===== src/logic/game_consts.svh =====
`ifndef GAME_CONSTS_SVH
`define GAME_CONSTS_SVH

// Field widths
`define COORD_W          9
`define HEALTH_W         7
`define SCORE_W          8
`define DAMAGE_W         10
`define RESPAWN_W        10
`define TICK_CNT_W       2
`define AXIL_ADDR_W      5
`define AXIL_DATA_W      32

// Hit boxes, in pixels
`define ATTACK_SHORT     16
`define ATTACK_LONG      80
`define ENEMY_W          26
`define ENEMY_H          26

`define PLAYER_DAMAGE    25
`define FULL_HEALTH      100
`define ENEMY_DAMAGE     10
`define RESPAWN_TICKS    200
`define TICK_DIV         4

// Register map
`define ADDR_ATTACK_POS  5'h00
`define ADDR_ENEMY_POS   5'h04
`define ADDR_CONTROL     5'h08
`define ADDR_STATUS      5'h10
`define ADDR_DAMAGE      5'h14

`define AXI_RESP_OKAY    2'b00
`define AXI_RESP_SLVERR  2'b10

// Bit positions inside the register words
`define POS_Y_LSB        16
`define CTRL_ATTACK_BIT  4
`define CTRL_STRIKE_BIT  8
`define STAT_ALIVE_BIT   7
`define STAT_SCORE_LSB   8
`define STAT_RESPAWN_LSB 16

`endif


===== src/logic/game_geom_pkg.sv =====
`include "game_consts.svh"

package game_geom_pkg;

    // Screen coordinate, 0 at the top left
    typedef logic [`COORD_W-1:0] coord_t;

    // Facing of the player, sets the attack box shape
    typedef enum logic [1:0] {
        DIR_DOWN  = 2'd0,
        DIR_LEFT  = 2'd1,
        DIR_UP    = 2'd2,
        DIR_RIGHT = 2'd3
    } dir_e;

    typedef struct packed {
        coord_t attack_x;
        coord_t attack_y;
        coord_t enemy_x;
        coord_t enemy_y;
        dir_e   dir;
    } positions_t;

endpackage


===== src/logic/game_state_pkg.sv =====
`include "game_consts.svh"

package game_state_pkg;

    typedef logic [`HEALTH_W-1:0]  health_t;
    typedef logic [`SCORE_W-1:0]   score_t;
    typedef logic [`DAMAGE_W-1:0]  damage_t;
    typedef logic [`RESPAWN_W-1:0] respawn_t;

    typedef enum logic {
        ENEMY_DEAD  = 1'b0,
        ENEMY_ALIVE = 1'b1
    } enemy_state_e;

    typedef struct packed {
        health_t      health;
        enemy_state_e state;
        score_t       score;
        // Total damage dealt to the player
        damage_t      damage;
        // Slow ticks spent dead
        respawn_t     respawn;
    } combat_status_t;

    typedef enum logic [`AXIL_ADDR_W-1:0] {
        REG_ATTACK_POS = `ADDR_ATTACK_POS,
        REG_ENEMY_POS  = `ADDR_ENEMY_POS,
        REG_CONTROL    = `ADDR_CONTROL,
        REG_STATUS     = `ADDR_STATUS,
        REG_DAMAGE     = `ADDR_DAMAGE
    } reg_addr_e;

endpackage


===== src/logic/frame_tick_div.sv =====
`include "game_consts.svh"

module frame_tick_div (
    input  logic Clk,
    input  logic arst_n,
    input  logic frame_strobe,
    output logic slow_tick
);

    logic [1:0]             sync_q;
    logic                   prev_q;
    logic                   rise;
    logic [`TICK_CNT_W-1:0] cnt_q;
    logic                   tick_q;

    assign rise = sync_q[1] & ~prev_q;

    always_ff @(posedge Clk or negedge arst_n) begin
        if (!arst_n) begin
            sync_q <= '0;
            prev_q <= 1'b0;
            cnt_q  <= '0;
            tick_q <= 1'b0;
        end else begin
            sync_q <= {sync_q[0], frame_strobe};
            prev_q <= sync_q[1];
            tick_q <= 1'b0;
            if (rise) begin
                if (cnt_q == `TICK_CNT_W'(`TICK_DIV - 1)) begin
                    cnt_q  <= '0;
                    tick_q <= 1'b1;
                end else begin
                    cnt_q <= cnt_q + 1'b1;
                end
            end
        end
    end

    assign slow_tick = tick_q;

    // Ticks come from separate frame edges
    a_tick_single: assert property (@(posedge Clk) disable iff (!arst_n)
        slow_tick |=> !slow_tick);

endmodule


===== src/logic/attack_hit_detect.sv =====
`include "game_consts.svh"

module attack_hit_detect (
    input  logic                        Clk,
    input  logic                        arst_n,
    input  game_geom_pkg::positions_t   positions,
    input  logic                        strike,
    input  game_state_pkg::enemy_state_e alive,
    output logic                        hit
);
    import game_geom_pkg::*;
    import game_state_pkg::*;

    // Two spare bits so the sums never overflow
    typedef logic [`COORD_W+1:0] ext_t;

    ext_t x_back;
    ext_t x_fwd;
    ext_t y_back;
    ext_t y_fwd;
    logic x_ok;
    logic y_ok;
    logic hit_q;

    // Reach of the attack box around the attack point
    always_comb begin
        x_back = '0;
        x_fwd  = '0;
        y_back = '0;
        y_fwd  = '0;
        case (positions.dir)
            DIR_DOWN: begin
                x_fwd = ext_t'(`ATTACK_SHORT);
                y_fwd = ext_t'(`ATTACK_LONG);
            end
            DIR_LEFT: begin
                x_back = ext_t'(`ATTACK_LONG);
                y_fwd  = ext_t'(`ATTACK_SHORT);
            end
            DIR_UP: begin
                x_fwd  = ext_t'(`ATTACK_SHORT);
                y_back = ext_t'(`ATTACK_LONG);
            end
            DIR_RIGHT: begin
                x_fwd = ext_t'(`ATTACK_LONG);
                y_fwd = ext_t'(`ATTACK_SHORT);
            end
        endcase
    end

    // Inclusive overlap, written without subtraction
    assign x_ok = (ext_t'(positions.enemy_x) + ext_t'(`ENEMY_W) + x_back
                   >= ext_t'(positions.attack_x))
               && (ext_t'(positions.enemy_x) <= ext_t'(positions.attack_x) + x_fwd);
    assign y_ok = (ext_t'(positions.enemy_y) + ext_t'(`ENEMY_H) + y_back
                   >= ext_t'(positions.attack_y))
               && (ext_t'(positions.enemy_y) <= ext_t'(positions.attack_y) + y_fwd);

    always_ff @(posedge Clk or negedge arst_n) begin
        if (!arst_n) begin
            hit_q <= 1'b0;
        end else begin
            hit_q <= strike && (alive == ENEMY_ALIVE) && x_ok && y_ok;
        end
    end

    assign hit = hit_q;

    a_hit_after_strike: assert property (@(posedge Clk) disable iff (!arst_n)
        hit |-> $past(strike));

endmodule


===== src/logic/combat_tracker.sv =====
`include "game_consts.svh"

module combat_tracker (
    input  logic                           Clk,
    input  logic                           arst_n,
    input  logic                           hit,
    input  logic                           slow_tick,
    input  logic                           enemy_attack,
    output game_state_pkg::combat_status_t status
);
    import game_state_pkg::*;

    enemy_state_e state_q;
    enemy_state_e state_d;
    health_t      health_q;
    health_t      health_d;
    score_t       score_q;
    score_t       score_d;
    respawn_t     respawn_q;
    respawn_t     respawn_d;
    damage_t      damage_q;

    always_comb begin
        state_d   = state_q;
        health_d  = health_q;
        score_d   = score_q;
        respawn_d = respawn_q;
        case (state_q)
            ENEMY_ALIVE: begin
                if (hit) begin
                    score_d = score_q + 1'b1;
                    // Clamp at zero, the last hit kills
                    if (health_q > health_t'(`PLAYER_DAMAGE)) begin
                        health_d = health_q - health_t'(`PLAYER_DAMAGE);
                    end else begin
                        health_d = '0;
                        state_d  = ENEMY_DEAD;
                    end
                end
            end
            ENEMY_DEAD: begin
                if (slow_tick) begin
                    if (respawn_q == respawn_t'(`RESPAWN_TICKS)) begin
                        respawn_d = '0;
                        health_d  = health_t'(`FULL_HEALTH);
                        state_d   = ENEMY_ALIVE;
                    end else begin
                        respawn_d = respawn_q + 1'b1;
                    end
                end
            end
        endcase
    end

    always_ff @(posedge Clk or negedge arst_n) begin
        if (!arst_n) begin
            state_q   <= ENEMY_ALIVE;
            health_q  <= health_t'(`FULL_HEALTH);
            score_q   <= '0;
            respawn_q <= '0;
            damage_q  <= '0;
        end else begin
            state_q   <= state_d;
            health_q  <= health_d;
            score_q   <= score_d;
            respawn_q <= respawn_d;
            // Enemy hurts the player once per slow tick
            if (slow_tick && enemy_attack) begin
                damage_q <= damage_q + damage_t'(`ENEMY_DAMAGE);
            end
        end
    end

    assign status = '{health:  health_q,
                      state:   state_q,
                      score:   score_q,
                      damage:  damage_q,
                      respawn: respawn_q};

    a_dead_at_zero: assert property (@(posedge Clk) disable iff (!arst_n)
        (health_q == '0) == (state_q == ENEMY_DEAD));

endmodule


===== src/logic/game_axil_regs.sv =====
`include "game_consts.svh"

module game_axil_regs (
    input  logic                           Clk,
    input  logic                           arst_n,
    input  logic [`AXIL_ADDR_W-1:0]        awaddr,
    input  logic                           awvalid,
    output logic                           awready,
    input  logic [`AXIL_DATA_W-1:0]        wdata,
    input  logic [`AXIL_DATA_W/8-1:0]      wstrb,
    input  logic                           wvalid,
    output logic                           wready,
    output logic [1:0]                     bresp,
    output logic                           bvalid,
    input  logic                           bready,
    input  logic [`AXIL_ADDR_W-1:0]        araddr,
    input  logic                           arvalid,
    output logic                           arready,
    output logic [`AXIL_DATA_W-1:0]        rdata,
    output logic [1:0]                     rresp,
    output logic                           rvalid,
    input  logic                           rready,
    output game_geom_pkg::positions_t      positions,
    output logic                           enemy_attack,
    output logic                           strike,
    input  game_state_pkg::combat_status_t status
);
    import game_geom_pkg::*;
    import game_state_pkg::*;

    typedef logic [`AXIL_DATA_W-1:0] word_t;

    logic       wr_en;
    logic       rd_en;
    reg_addr_e  wr_addr;
    reg_addr_e  rd_addr;
    word_t      attack_word;
    word_t      enemy_word;
    word_t      ctrl_word;
    word_t      status_word;
    word_t      damage_word;
    word_t      wr_old;
    word_t      wr_new;
    word_t      rd_word;
    logic [1:0] wr_resp;
    logic [1:0] rd_resp;
    positions_t pos_q;
    logic       enemy_attack_q;
    logic       strike_q;
    logic       bvalid_q;
    logic       rvalid_q;
    logic [1:0] bresp_q;
    logic [1:0] rresp_q;
    word_t      rdata_q;

    function automatic word_t pack_xy(input coord_t x, input coord_t y);
        word_t w;
        w = '0;
        w[`COORD_W-1:0] = x;
        w[`POS_Y_LSB +: `COORD_W] = y;
        return w;
    endfunction

    function automatic word_t merge_strb(input word_t old_w, input word_t new_w,
                                         input logic [`AXIL_DATA_W/8-1:0] strb);
        word_t w;
        w = old_w;
        for (int i = 0; i < `AXIL_DATA_W/8; i++) begin
            if (strb[i]) begin
                w[8*i +: 8] = new_w[8*i +: 8];
            end
        end
        return w;
    endfunction

    // Address and data beats are taken together
    assign wr_en   = awvalid && wvalid && !bvalid_q;
    assign rd_en   = arvalid && !rvalid_q;
    assign wr_addr = reg_addr_e'(awaddr);
    assign rd_addr = reg_addr_e'(araddr);

    always_comb begin
        attack_word = pack_xy(pos_q.attack_x, pos_q.attack_y);
        enemy_word  = pack_xy(pos_q.enemy_x, pos_q.enemy_y);
        ctrl_word   = '0;
        ctrl_word[$bits(dir_e)-1:0]  = pos_q.dir;
        ctrl_word[`CTRL_ATTACK_BIT]  = enemy_attack_q;
        status_word = '0;
        status_word[`HEALTH_W-1:0]   = status.health;
        status_word[`STAT_ALIVE_BIT] = (status.state == ENEMY_ALIVE);
        status_word[`STAT_SCORE_LSB +: `SCORE_W]     = status.score;
        status_word[`STAT_RESPAWN_LSB +: `RESPAWN_W] = status.respawn;
        damage_word = '0;
        damage_word[`DAMAGE_W-1:0]   = status.damage;
    end

    // Current word of the write target, for the byte merge
    always_comb begin
        wr_old  = '0;
        wr_resp = `AXI_RESP_OKAY;
        case (wr_addr)
            REG_ATTACK_POS: wr_old = attack_word;
            REG_ENEMY_POS:  wr_old = enemy_word;
            REG_CONTROL:    wr_old = ctrl_word;
            REG_STATUS, REG_DAMAGE: wr_old = '0;
            default:        wr_resp = `AXI_RESP_SLVERR;
        endcase
    end

    assign wr_new = merge_strb(wr_old, wdata, wstrb);

    always_comb begin
        rd_word = '0;
        rd_resp = `AXI_RESP_OKAY;
        case (rd_addr)
            REG_ATTACK_POS: rd_word = attack_word;
            REG_ENEMY_POS:  rd_word = enemy_word;
            REG_CONTROL:    rd_word = ctrl_word;
            REG_STATUS:     rd_word = status_word;
            REG_DAMAGE:     rd_word = damage_word;
            default:        rd_resp = `AXI_RESP_SLVERR;
        endcase
    end

    always_ff @(posedge Clk or negedge arst_n) begin
        if (!arst_n) begin
            pos_q          <= '0;
            enemy_attack_q <= 1'b0;
            strike_q       <= 1'b0;
            bvalid_q       <= 1'b0;
            rvalid_q       <= 1'b0;
        end else begin
            strike_q <= 1'b0;
            if (wr_en) begin
                bvalid_q <= 1'b1;
                case (wr_addr)
                    REG_ATTACK_POS: begin
                        pos_q.attack_x <= wr_new[`COORD_W-1:0];
                        pos_q.attack_y <= wr_new[`POS_Y_LSB +: `COORD_W];
                    end
                    REG_ENEMY_POS: begin
                        pos_q.enemy_x <= wr_new[`COORD_W-1:0];
                        pos_q.enemy_y <= wr_new[`POS_Y_LSB +: `COORD_W];
                    end
                    REG_CONTROL: begin
                        pos_q.dir      <= dir_e'(wr_new[$bits(dir_e)-1:0]);
                        enemy_attack_q <= wr_new[`CTRL_ATTACK_BIT];
                        // Strike is a single cycle command
                        strike_q       <= wr_new[`CTRL_STRIKE_BIT];
                    end
                    default: ;
                endcase
            end else if (bvalid_q && bready) begin
                bvalid_q <= 1'b0;
            end
            if (rd_en) begin
                rvalid_q <= 1'b1;
            end else if (rvalid_q && rready) begin
                rvalid_q <= 1'b0;
            end
        end
    end

    always_ff @(posedge Clk) begin
        if (wr_en) begin
            bresp_q <= wr_resp;
        end
        if (rd_en) begin
            rdata_q <= rd_word;
            rresp_q <= rd_resp;
        end
    end

    assign awready      = wr_en;
    assign wready       = wr_en;
    assign bvalid       = bvalid_q;
    assign bresp        = bresp_q;
    assign arready      = rd_en;
    assign rvalid       = rvalid_q;
    assign rdata        = rdata_q;
    assign rresp        = rresp_q;
    assign positions    = pos_q;
    assign enemy_attack = enemy_attack_q;
    assign strike       = strike_q;

    a_bvalid_hold: assert property (@(posedge Clk) disable iff (!arst_n)
        bvalid && !bready |=> bvalid);

endmodule


===== src/logic/game_logic_top.sv =====
`include "game_consts.svh"

module game_logic_top (
    input  logic                      Clk,
    input  logic                      arst_n,
    input  logic                      frame_strobe,
    input  logic [`AXIL_ADDR_W-1:0]   awaddr,
    input  logic                      awvalid,
    output logic                      awready,
    input  logic [`AXIL_DATA_W-1:0]   wdata,
    input  logic [`AXIL_DATA_W/8-1:0] wstrb,
    input  logic                      wvalid,
    output logic                      wready,
    output logic [1:0]                bresp,
    output logic                      bvalid,
    input  logic                      bready,
    input  logic [`AXIL_ADDR_W-1:0]   araddr,
    input  logic                      arvalid,
    output logic                      arready,
    output logic [`AXIL_DATA_W-1:0]   rdata,
    output logic [1:0]                rresp,
    output logic                      rvalid,
    input  logic                      rready
);
    import game_geom_pkg::*;
    import game_state_pkg::*;

    positions_t     positions;
    combat_status_t status;
    logic           enemy_attack;
    logic           strike;
    logic           slow_tick;
    logic           hit;

    game_axil_regs i_regs (
        .Clk          (Clk),
        .arst_n       (arst_n),
        .awaddr       (awaddr),
        .awvalid      (awvalid),
        .awready      (awready),
        .wdata        (wdata),
        .wstrb        (wstrb),
        .wvalid       (wvalid),
        .wready       (wready),
        .bresp        (bresp),
        .bvalid       (bvalid),
        .bready       (bready),
        .araddr       (araddr),
        .arvalid      (arvalid),
        .arready      (arready),
        .rdata        (rdata),
        .rresp        (rresp),
        .rvalid       (rvalid),
        .rready       (rready),
        .positions    (positions),
        .enemy_attack (enemy_attack),
        .strike       (strike),
        .status       (status)
    );

    frame_tick_div i_tick_div (
        .Clk          (Clk),
        .arst_n       (arst_n),
        .frame_strobe (frame_strobe),
        .slow_tick    (slow_tick)
    );

    attack_hit_detect i_hit_detect (
        .Clk       (Clk),
        .arst_n    (arst_n),
        .positions (positions),
        .strike    (strike),
        .alive     (status.state),
        .hit       (hit)
    );

    combat_tracker i_tracker (
        .Clk          (Clk),
        .arst_n       (arst_n),
        .hit          (hit),
        .slow_tick    (slow_tick),
        .enemy_attack (enemy_attack),
        .status       (status)
    );

endmodule


===== config.mk =====
export PLATFORM = sky130hd
export DESIGN_NAME = game_logic_top
export DESIGN_NICKNAME = d
export VERILOG_FILES = /design/src/logic/game_geom_pkg.sv /design/src/logic/game_state_pkg.sv /design/src/logic/frame_tick_div.sv /design/src/logic/attack_hit_detect.sv /design/src/logic/combat_tracker.sv /design/src/logic/game_axil_regs.sv /design/src/logic/game_logic_top.sv
export VERILOG_INCLUDE_DIRS = /design/src /design/src/logic
export SDC_FILE = /design/constraint.sdc
export NUM_CORES = 1
export LEC_CHECK = 0
export CAP_MARGIN = 40
export CORE_ASPECT_RATIO = 0.6
export CORE_MARGIN = 3
export CORE_UTILIZATION = 64
export DETAILED_ROUTE_END_ITERATION = 8
export DONT_BUFFER_PORTS = 1
export GPL_TIMING_DRIVEN = 0
export PLACE_DENSITY = 0.8
export SKIP_LAST_GASP = 1
export SYNTH_ARGS = -nofsm -noshare
export SYNTH_HDL_FRONTEND = slang
export SYNTH_SLANG_ARGS = --single-unit

===== constraint.sdc =====
create_clock -name Clk -period 3.15 [get_ports Clk]
set_input_delay 0.4725 -clock Clk [delete_from_list [all_inputs] [get_ports Clk]]
set_output_delay 0.4725 -clock Clk [all_outputs]
set_load 0.02 [all_outputs]

# [After elaboration in Yosys (flattened, before gate mapping)]
# Cells that the tools add are included.
[totals] reg_bits=121 inputBits=54 out_inout_bits=41 word_cells=117
[classes] add_sub_neg=11 order_cmp=5 eq_ne=16 n_mux=32 bitwise_logic=3 n_reduce_logical=28
[ops] operator="case mux 26 bit (5 select lines)" n=1
[ops] operator="case mux 25 bit (2 select lines)" n=1
[ops] operator="two-way mux 7 bit" n=6
[ops] operator="case mux 7 bit (2 select lines)" n=3
[ops] operator="adder 11 x 7 -> 11 bit" n=2
[ops] operator="greater-or-equal comparator 11 x 9 -> 1 bit" n=2
[ops] operator="less-or-equal comparator 9 x 11 -> 1 bit" n=2
[ops] operator="adder 9 x 5 -> 10 bit, second input constant" n=2
[ops] operator="adder 9 x 7 -> 10 bit" n=2
[ops] operator="equality test 5 bit, second input constant" n=4
[ops] operator="two-way mux 8 bit" n=2
[ops] operator="two-way mux 1 bit" n=14
[ops] operator="logical AND 1 bit" n=11
[ops] operator="adder 10 x 1 -> 10 bit, second input constant" n=1
[ops] operator="adder 10 x 4 -> 10 bit, second input constant" n=1
[ops] operator="equality test 10 x 8 -> 1 bit, second input constant" n=1
[ops] operator="equality test 5 x 3 -> 1 bit, second input constant" n=2
[ops] operator="equality test 5 x 4 -> 1 bit, second input constant" n=2
[ops] operator="zero test 5 bit" n=2
[ops] operator="two-way mux 10 bit" n=1
[ops] operator="AND reduction 2 bit" n=5
[ops] operator="OR reduction 5 bit" n=2
[ops] operator="adder 8 x 1 -> 8 bit, second input constant" n=1
[ops] operator="> comparator 7 x 5 -> 1 bit, second input constant" n=1
[ops] operator="other kinds (15)" n=24

# [Depth between registers and ports, before layout]
# Gate-level depths: netlist of the first run.
[depth] word_depth=8 depth_mapped=14 mapped_depth_nobuf=13

# [Hierarchy]
# From an unflattened synthesis of the first run, not the netlist that was laid out.
[hier_totals] hier_cells=658 area_unflattened_um2=6829.0
[by_module_without_submodules] mod="game_axil_regs" n_inst=1 cells_each=290 area_per_inst_um2=3389.5 seq_area_each_um2=1891.8
[by_module_without_submodules] mod="combat_tracker" n_inst=1 cells_each=165 area_per_inst_um2=1731.7 seq_area_each_um2=880.8
[by_module_without_submodules] mod="attack_hit_detect" n_inst=1 cells_each=191 area_per_inst_um2=1490.2 seq_area_each_um2=25.0
[by_module_without_submodules] mod="frame_tick_div" n_inst=1 cells_each=12 area_per_inst_um2=217.7 seq_area_each_um2=150.1

# [Worst setup path before layout of the first run]
# Ideal clock, no wire load.
[synth_timing] path_type="register to register" from="register i_regs.pos_q (netlist bit i_regs.positions[3])" to="register i_hit_detect.hit_q (netlist: i_hit_detect.hit)" setup_time_ps=133 arrival_time_ps=2653 t_required_ps=3017 setup_slack_ps=364 path_stages_with_launch=12 path_buffers=0 period_less_slack_ps=2786 cell_sequence="dfrtp_1 -> ha_1 -> or4_4 -> and2_1 -> ha_1 -> a21oi_1 -> nor2_1 -> xnor2_1 -> ha_1 -> a221o_1 -> a311oi_1 -> nor4_1"
[synth_via] elab_chain_len=5 word_cells_on_any_way=6 cone_classes="2 x add/sub; 2 x order compare; 2 x reduce/logical"
[synth_rtl] element="start, declared" line="game_axil_regs.sv:47" rtl="positions_t pos_q;"
[synth_rtl] element="adder 9 x 5 -> 10 bit" line="attack_hit_detect.sv:55" rtl="assign y_ok = (ext_t'(positions.enemy_y) + ext_t'(`ENEMY_H) + y_back"
[synth_rtl] element="adder 11 x 7 -> 11 bit" line="attack_hit_detect.sv:55"
[synth_rtl] element="greater-or-equal comparator 11 x 9 -> 1 bit" line="attack_hit_detect.sv:55"
[synth_rtl] element="logical AND 1 bit (*)" line="attack_hit_detect.sv:55"
[synth_rtl] element="logical AND 1 bit (*)" line="attack_hit_detect.sv:63" rtl="hit_q <= strike && (alive == ENEMY_ALIVE) && x_ok && y_ok;"
[synth_rtl] element="end signal, assigned" line="attack_hit_detect.sv:63"
[synth_rtl] element="end, declared" line="attack_hit_detect.sv:23" rtl="logic hit_q;"
# Mark *: on every way between the ends. The rest lies on a longest branch, timed or not.
# A chain may end at the register's enable or synchronous reset.

# [Final worst setup path of the first run]
# Same ends and word-level chain as after synthesis.

==> metrics.md, run 1 <==
| Metric | Value |
|---|---|
| Non-filler cells, final | `853` |
| Post-layout min period | `3072 ps` |
| Comb power frac | `22.3%` |
| Port buffer count | `0` |
| Synth cell types | `61` |
| Worst path max stage delay | `480 ps` |
| Peak Freq | `325.5 MHz` |
| CP required | `3360 ps` |
| HP Class | `in -> async` |
| H-tree Lvls | `3` |
| Tot Pwr | `4.098 mW` |
| GR Overflow Total | `0` |
| Final Hold Viols | `3` |
| Status | `finished, violations left` |
| Critical Path Start Type | `flop` |
| Vias | `5524` |
| Worst-Margin Slew | `903.3 ps` |
| Synth top area cells | `dfrtp_1 29%, edfxtp_1 12%, ha_1 10%, o21ai_0 4.6%, xnor2_1 4.0%` |
| Drt first pass iters | `5` |
| Die height | `85.89 µm` |
| Clock network power share | `34.0%` |
| Number of global-route vias before repair | `5484` |
| Die width | `139.2 µm` |
| Ys async rst share | `75.00%` |
| TritonCTS clock tree | `done` |
| GRT Util Overall | `30.55%` |
| CP Capture Type | `flop` |
| Max Root-Sink Buffers | `2` |
| Maximum vdd drop | `0.0003180 V` |
| CP cell instances | `ha_4, or4_4, and2_1, ha_1, a21oi_2, nor2_1, xnor2_1, ha_1, a221o_1, a311oi_2, nor4_4` |
| Crit-path slowest cell | `dfrtp_2` |
| Setup violators final | `0` |
| Pre-CTS setup slack | `-42.50 ps` |
| Post-synthesis sequential area ratio | `43.30%` |
| Worst rel slew slack | `39.65%` |
| Worst Path Max Fanout | `6` |
| Diodes inserted | `0` |
| Core Area | `10090 µm²` |
| CP dominant cell by count | `ha_1` |
| P per Cell Area | `543.2 nW/µm²` |
| Post-synth top flop | `dfrtp_1` |
| Hold_ws | `-4.225 ps` |
| Largest net degree at the start of global routing | `85` |
| Max cap viols | `0` |
| DRC Markers | `0` |
| Layout Utilization | `74.76%` |
| Seq cells post-synth | `112` |
| DPL Wire Length | `12980 µm` |
| Clock slew at reported path FFs | `80 ps` |
| Crit path kind | `reg -> reg` |
| Post-Syn Area | `6808 µm²` |
| CTS Sinks | `112` |
| Final setup margin | `77.82 ps` |
| Flop pwr share | `43.7%` |
| Slew Viols, Final | `0` |
| First-pass GRT wire length | `28790 µm` |
| Share of the synthesized area in the top cell type | `29.41%` |
| Yosys warning count | `0` |
| Area growth from synthesis to layout | `10.81%` |
| RSZ-0062 raised after global routing | `false` |
| Initial core utilization | `67.47%` |
| RD Place Congestion | `0.9332` |
| Internal | `2.882 mW` |
| Violated checks | `negative hold slack` |
| Initial antenna violation count | `2` |
| Io pins | `95` |
| Remaining antenna violation count | `0` |
| Routed wire per std cell | `20.86 µm` |
| Rows | `28` |
| Number of buffers created by CTS | `9` |
| Clk root buf | `clkbuf_16` |
| Drt first-iter violations | `522` |
| Post-Syn Instances | `687` |
| Final #Nets | `822` |
| Net Sw Frac | `29.66%` |
| Dpl cells | `829` |
| Fraction of layout cells with a size suffix above 1 | `12.67%` |
| Period Utilization, post-route | `97.53%` |
| Drt total wl | `17800 µm` |
| Leak | `3.267 nW` |
| Die ar. | `11950 µm²` |
| Worst path arrival time | `3280 ps` |
| Mean Syn Cell Area | `9.909 µm²` |
| Yosys top cell by area | `dfrtp_1` |
| Number of flops mapped to enable cells by yosys | `28` |
| Worst Skew | `7.287 ps` |
| Vias per cell | `6.476` |
| Switching power | `1.216 mW` |
| Clock Latency Late Sink | `350 ps` |
-- layout make-up --
cell class	instances	area, µm²
buffer	33	185.2
clock buffer	10	229.0
clock inverter	6	137.6
fill	707	2546
inverter	37	138.9
multi-input combinational	511	3643
sequential	112	2953
tap	135	168.9
timing repair buffer	9	87.58
-- synthesized netlist by cell type (all sizes together), types with 12 or more instances --
cell type / instances
mux2i: 12
nor3: 12
clkbuf: 14
nand2: 72
nor2: 58
and2: 21
o21ai: 64
xnor2: 31
dfrtp: 80
inv: 37
ha: 55
mux2: 13
buf: 20
xor2: 12
a21oi: 29
edfxtp: 28
a221o: 16
nand3: 14
-- final timing paths --
check	start	endpoint	slack (ps)	depth (start not counted)
setup / recovery	i_regs.positions[3]	i_hit_detect.hit	80	11
hold reg to reg	i_tick_div.sync_q[0]	i_tick_div.sync_q[1]	350	0
max in group asynchronous	arst_n	i_tracker.health_q[2]	2750	1
setup reg to reg	i_regs.positions[3]	i_hit_detect.hit	80	11
hold / removal	arst_n	i_regs.positions[21]	-4	1
min in group Clk	frame_strobe	i_tick_div.sync_q[0]	150	0
-- cells by family after synthesis --
logic type | synth area share (%)
AOI/OAI and AO/OA | 14.67
xor gates and xnor gates | 5.532
adders and majority gates | 10.11
buffers and inverters | 4.834
DFF | 43.30
muxes | 5.900
other | 0.05508
and+or+nand+nor | 15.60
-- routing by layer --
metal	vias up	wire length, µm	GRT usage, %
met5	-	13	0
met4	2	305	7.549
met3	39	1838	8.189
met2	306	8193	48.70
met1	2677	7445	42.45
li1	2500	-	-
-- power by group through the flow --
| stage | Sequential, mW | Clock (mW) | Combinational (mW) |
|---|---|---|---|
| floorplan | 1.76 | 0 | 0.635 |
| global placement | 1.80 | 0 | 0.756 |
| detailed placement | 1.81 | 0 | 0.805 |
| CTS | 1.78 | 1.40 | 0.857 |
| global route | 1.81 | 1.47 | 1.02 |
| finish | 1.79 | 1.39 | 0.913 |
-- sequential cells by signal, summed over array words and instances (netlist names), 2 cells and up --
register             count
i_tick_div.cnt_q         2
i_tracker.health_q       7
i_tracker.respawn_q     10
i_tracker.score_q        8
i_regs.rdata            26
i_tick_div.sync_q        2
i_tracker.damage_q       9
i_regs.positions        38
-- repair_timing --
action / 4_1_cts / 5_1_grt
cloned: 0 / 0
setup buffers: 0 / 8
hold buffers: 1 / 0
endpoints found under the hold margin: 84 / 0
endpoints found under the setup margin: 1 / 1
gates resized for setup: 4 / 15
pin swaps: 0 / 6
-- layout by cell type (no fill, tap or decap), types with 9 or more instances in the layout --
cell / instances
dfrtp_1: 76
nand2_1: 72
o21ai_0: 63
nor2_1: 58
ha_1: 53
inv_1: 37
xnor2_1: 31
edfxtp_1: 28
a21oi_1: 27
and2_1: 21
buf_4: 20
a221o_1: 16
nand3_1: 14
clkbuf_1: 13
mux2_2: 13
xor2_1: 12
mux2i_1: 12
nand2b_1: 10
nor3_1: 9
clkbuf_16: 9
-- critical path, delay by kind of cell, from the launching register on --
family                   cells  cell delay, ps
flip-flops                   1             480
XOR/XNOR                     1             130
adder cells (fa/ha/maj)      3             700
AO/OA/AOI/OAI                3             860
AND/OR/NAND/NOR              4             750
-- through the flow --
stage                     instance area (µm²)  setup TNS, ps  hold slack, ps
final                                    7543              0          -4.225
after global routing                     7543              0           29.58
after CTS                                7425              0           42.78
after detailed placement                 7010         -42.50           178.8
after global placement                   7003              0           180.2
after floorplan                          6834              0           176.9
No activity file was read; power rests on OpenSTA's default activity.
==> inputs of run 2 (changes only) <==
Settings changed: CTS_BUF_LIST set to sky130_fd_sc_hd__clkbuf_16.
==> run 2 against run 1 <==
The run still ends with negative hold slack left. Power about the same. Combinational power about the same. Clock-buffer cell count decreased by 1.
==> metrics.md, run 2 (synthesis gave the netlist of run 1 again) <==
| Metric | Value |
|---|---|
| Design area | `7543 µm²` |
| Max FFs per register | `38` |
| GRT Util Overall | `30.55%` |
| Clk root buf | `clkbuf_16` |
| Port buffer count | `0` |
| Worst Reg-to-Reg Cells | `11` |
| Worst-Margin Slew | `906.4 ps` |
| Die height | `85.89 µm` |
| Remaining antenna violation count | `0` |
| HP Class | `in -> async` |
| Initial antenna violation count | `2` |
| Peak Freq | `325.6 MHz` |
| Vias | `5543` |
| Drt first pass iters | `6` |
| Die ar. | `11950 µm²` |
| Most frequent cells in the layout | `76 x dfrtp_1, 72 x nand2_1, 63 x o21ai_0, 58 x nor2_1, 53 x ha_1` |
| Leak | `3.271 nW` |
| Clock slew at reported path FFs | `80 ps` |
| Reg area | `2953 µm²` |
| Switching power | `1.220 mW` |
| R2R Path Start | `i_regs.positions[3]` |
| Vias per cell | `6.498` |
| Area of the multi-input gates | `3643 µm²` |
| Final #Nets | `822` |
| Post-layout min period | `3072 ps` |
| CP required | `3360 ps` |
| DPL Wire Length | `12980 µm` |
| Drt total wl | `17860 µm` |
| Non-filler cells, final | `853` |
| Core Area | `10090 µm²` |
| CP Capture Type | `flop` |
| Period Utilization, post-route | `97.51%` |
| Dpl cells | `829` |
| Hold_ws | `-1.957 ps` |
| Internal | `2.879 mW` |
| Worst Skew | `6.564 ps` |
| RSZ-0062 raised after global routing | `false` |
| Max Root-Sink Buffers | `2` |
| Number of global-route vias before repair | `5484` |
| Status | `finished, violations left` |
| Clock Latency Late Sink | `350 ps` |
| FILL cells | `707` |
| H-tree Lvls | `3` |
| Max cap viols | `0` |
| Maximum vdd drop | `0.0003188 V` |
| Slew Viols, Final | `0` |
| Rows | `28` |
| Setup violators final | `0` |
| Comb power frac | `22.3%` |
| Final Hold Viols | `1` |
| Flop pwr share | `43.7%` |
| Area growth from synthesis to layout | `10.81%` |
| Crit path kind | `reg -> reg` |
| P per Cell Area | `543.4 nW/µm²` |
| Layout Utilization | `74.76%` |
| Critical Path Start Type | `flop` |
| Die width | `139.2 µm` |
| Worst rel slew slack | `39.44%` |
| Crit Reg-Reg Endpoint | `i_hit_detect.hit` |
| RD Place Congestion | `0.9332` |
| Io pins | `95` |
| Setup_tns | `0 ps` |
| TritonCTS clock tree | `done` |
| Worst path arrival time | `3280 ps` |
| Fraction of layout cells with a size suffix above 1 | `12.67%` |
| GR Overflow Total | `0` |
| DRC Markers | `0` |
| CTS Sinks | `112` |
| Final setup margin | `78.31 ps` |
| Initial core utilization | `67.47%` |
| Clock network power share | `33.9%` |
| Largest net degree at the start of global routing | `85` |
| Tot Pwr | `4.099 mW` |
| Commonest non-fill, non-tap cell in the layout | `dfrtp_1` |
| Routed wire per std cell | `20.93 µm` |
| Worst Path Max Fanout | `6` |
| Diodes inserted | `0` |
| Instance area at placement | `7010 µm²` |
| Net Sw Frac | `29.76%` |
| Drt first-iter violations | `463` |
| First-pass GRT wire length | `28790 µm` |
| Reg2Reg Setup Slack | `80 ps` |
| Pre-CTS setup slack | `-42.50 ps` |
| Violated checks | `negative hold slack` |
| Number of buffers created by CTS | `9` |
==> run 2: changes by cell type in the layout (fill, tap and decap cells not counted) <==
cell	change
clkbuf_1	-1
inv_1	+1
==> run 2: layout make-up <==
type / instances / area share [%]
Multi-Input combinational cell: 511 / 48.30
Sequential cell: 112 / 39.14
Clock buffer: 9 / 2.986
Buffer: 33 / 2.455
Tap cell: 135 / 2.239
Clock inverter: 7 / 1.874
Inverter: 37 / 1.841
Timing Repair Buffer: 9 / 1.161
==> run 2: power groups by stage <==
stage	clock [mW]	combinational, mW	sequential [mW]
floorplan	0	0.635	1.76
global placement	0	0.756	1.80
detailed placement	0	0.805	1.81
CTS	1.40	0.857	1.78
global route	1.46	1.02	1.81
finish	1.39	0.915	1.79
==> run 2: worst max path at each step <==
| stage | start | to | slack [ps] | cells after the start |
|---|---|---|---|---|
| after floorplan | i_regs.positions[3] | i_hit_detect.hit | 360 | 11 |
| after global placement | i_regs.positions[3] | i_hit_detect.hit | 20 | 11 |
| after detailed placement | i_regs.positions[3] | i_hit_detect.hit | -40 | 11 |
| after CTS | i_regs.positions[3] | i_hit_detect.hit | 20 | 11 |
| after global routing | i_regs.positions[3] | i_hit_detect.hit | 5 | 11 |
| final | i_regs.positions[3] | i_hit_detect.hit | 80 | 11 |
==> run 2: worst max-delay path, stage by stage (launching register included) <==
cell and delay [ps]:
dfrtp_2 480, ha_4 200, or4_4 420, and2_1 180, ha_1 210, a21oi_2 160, nor2_1 70, xnor2_1 130
ha_1 290, a221o_1 330, a311oi_2 370, nor4_4 80
==> run 2: layer usage <==
metal | track usage, % | wire (µm) | vias to the layer above
li1 | - | - | 2492
met1 | 42.45 | 7530 | 2690
met2 | 48.70 | 8199 | 311
met3 | 8.189 | 1760 | 46
met4 | 7.549 | 340 | 4
met5 | 0 | 26 | -
==> run 2: what timing repair did <==
action                                  4_1_cts  5_1_grt
endpoints found under the hold margin        84        0
gates cloned                                  0        0
pin swaps                                     0        6
setup buffers                                 0        8
hold buffers                                  1        0
gates resized for setup                       4       15
endpoints found under the setup margin        1        1
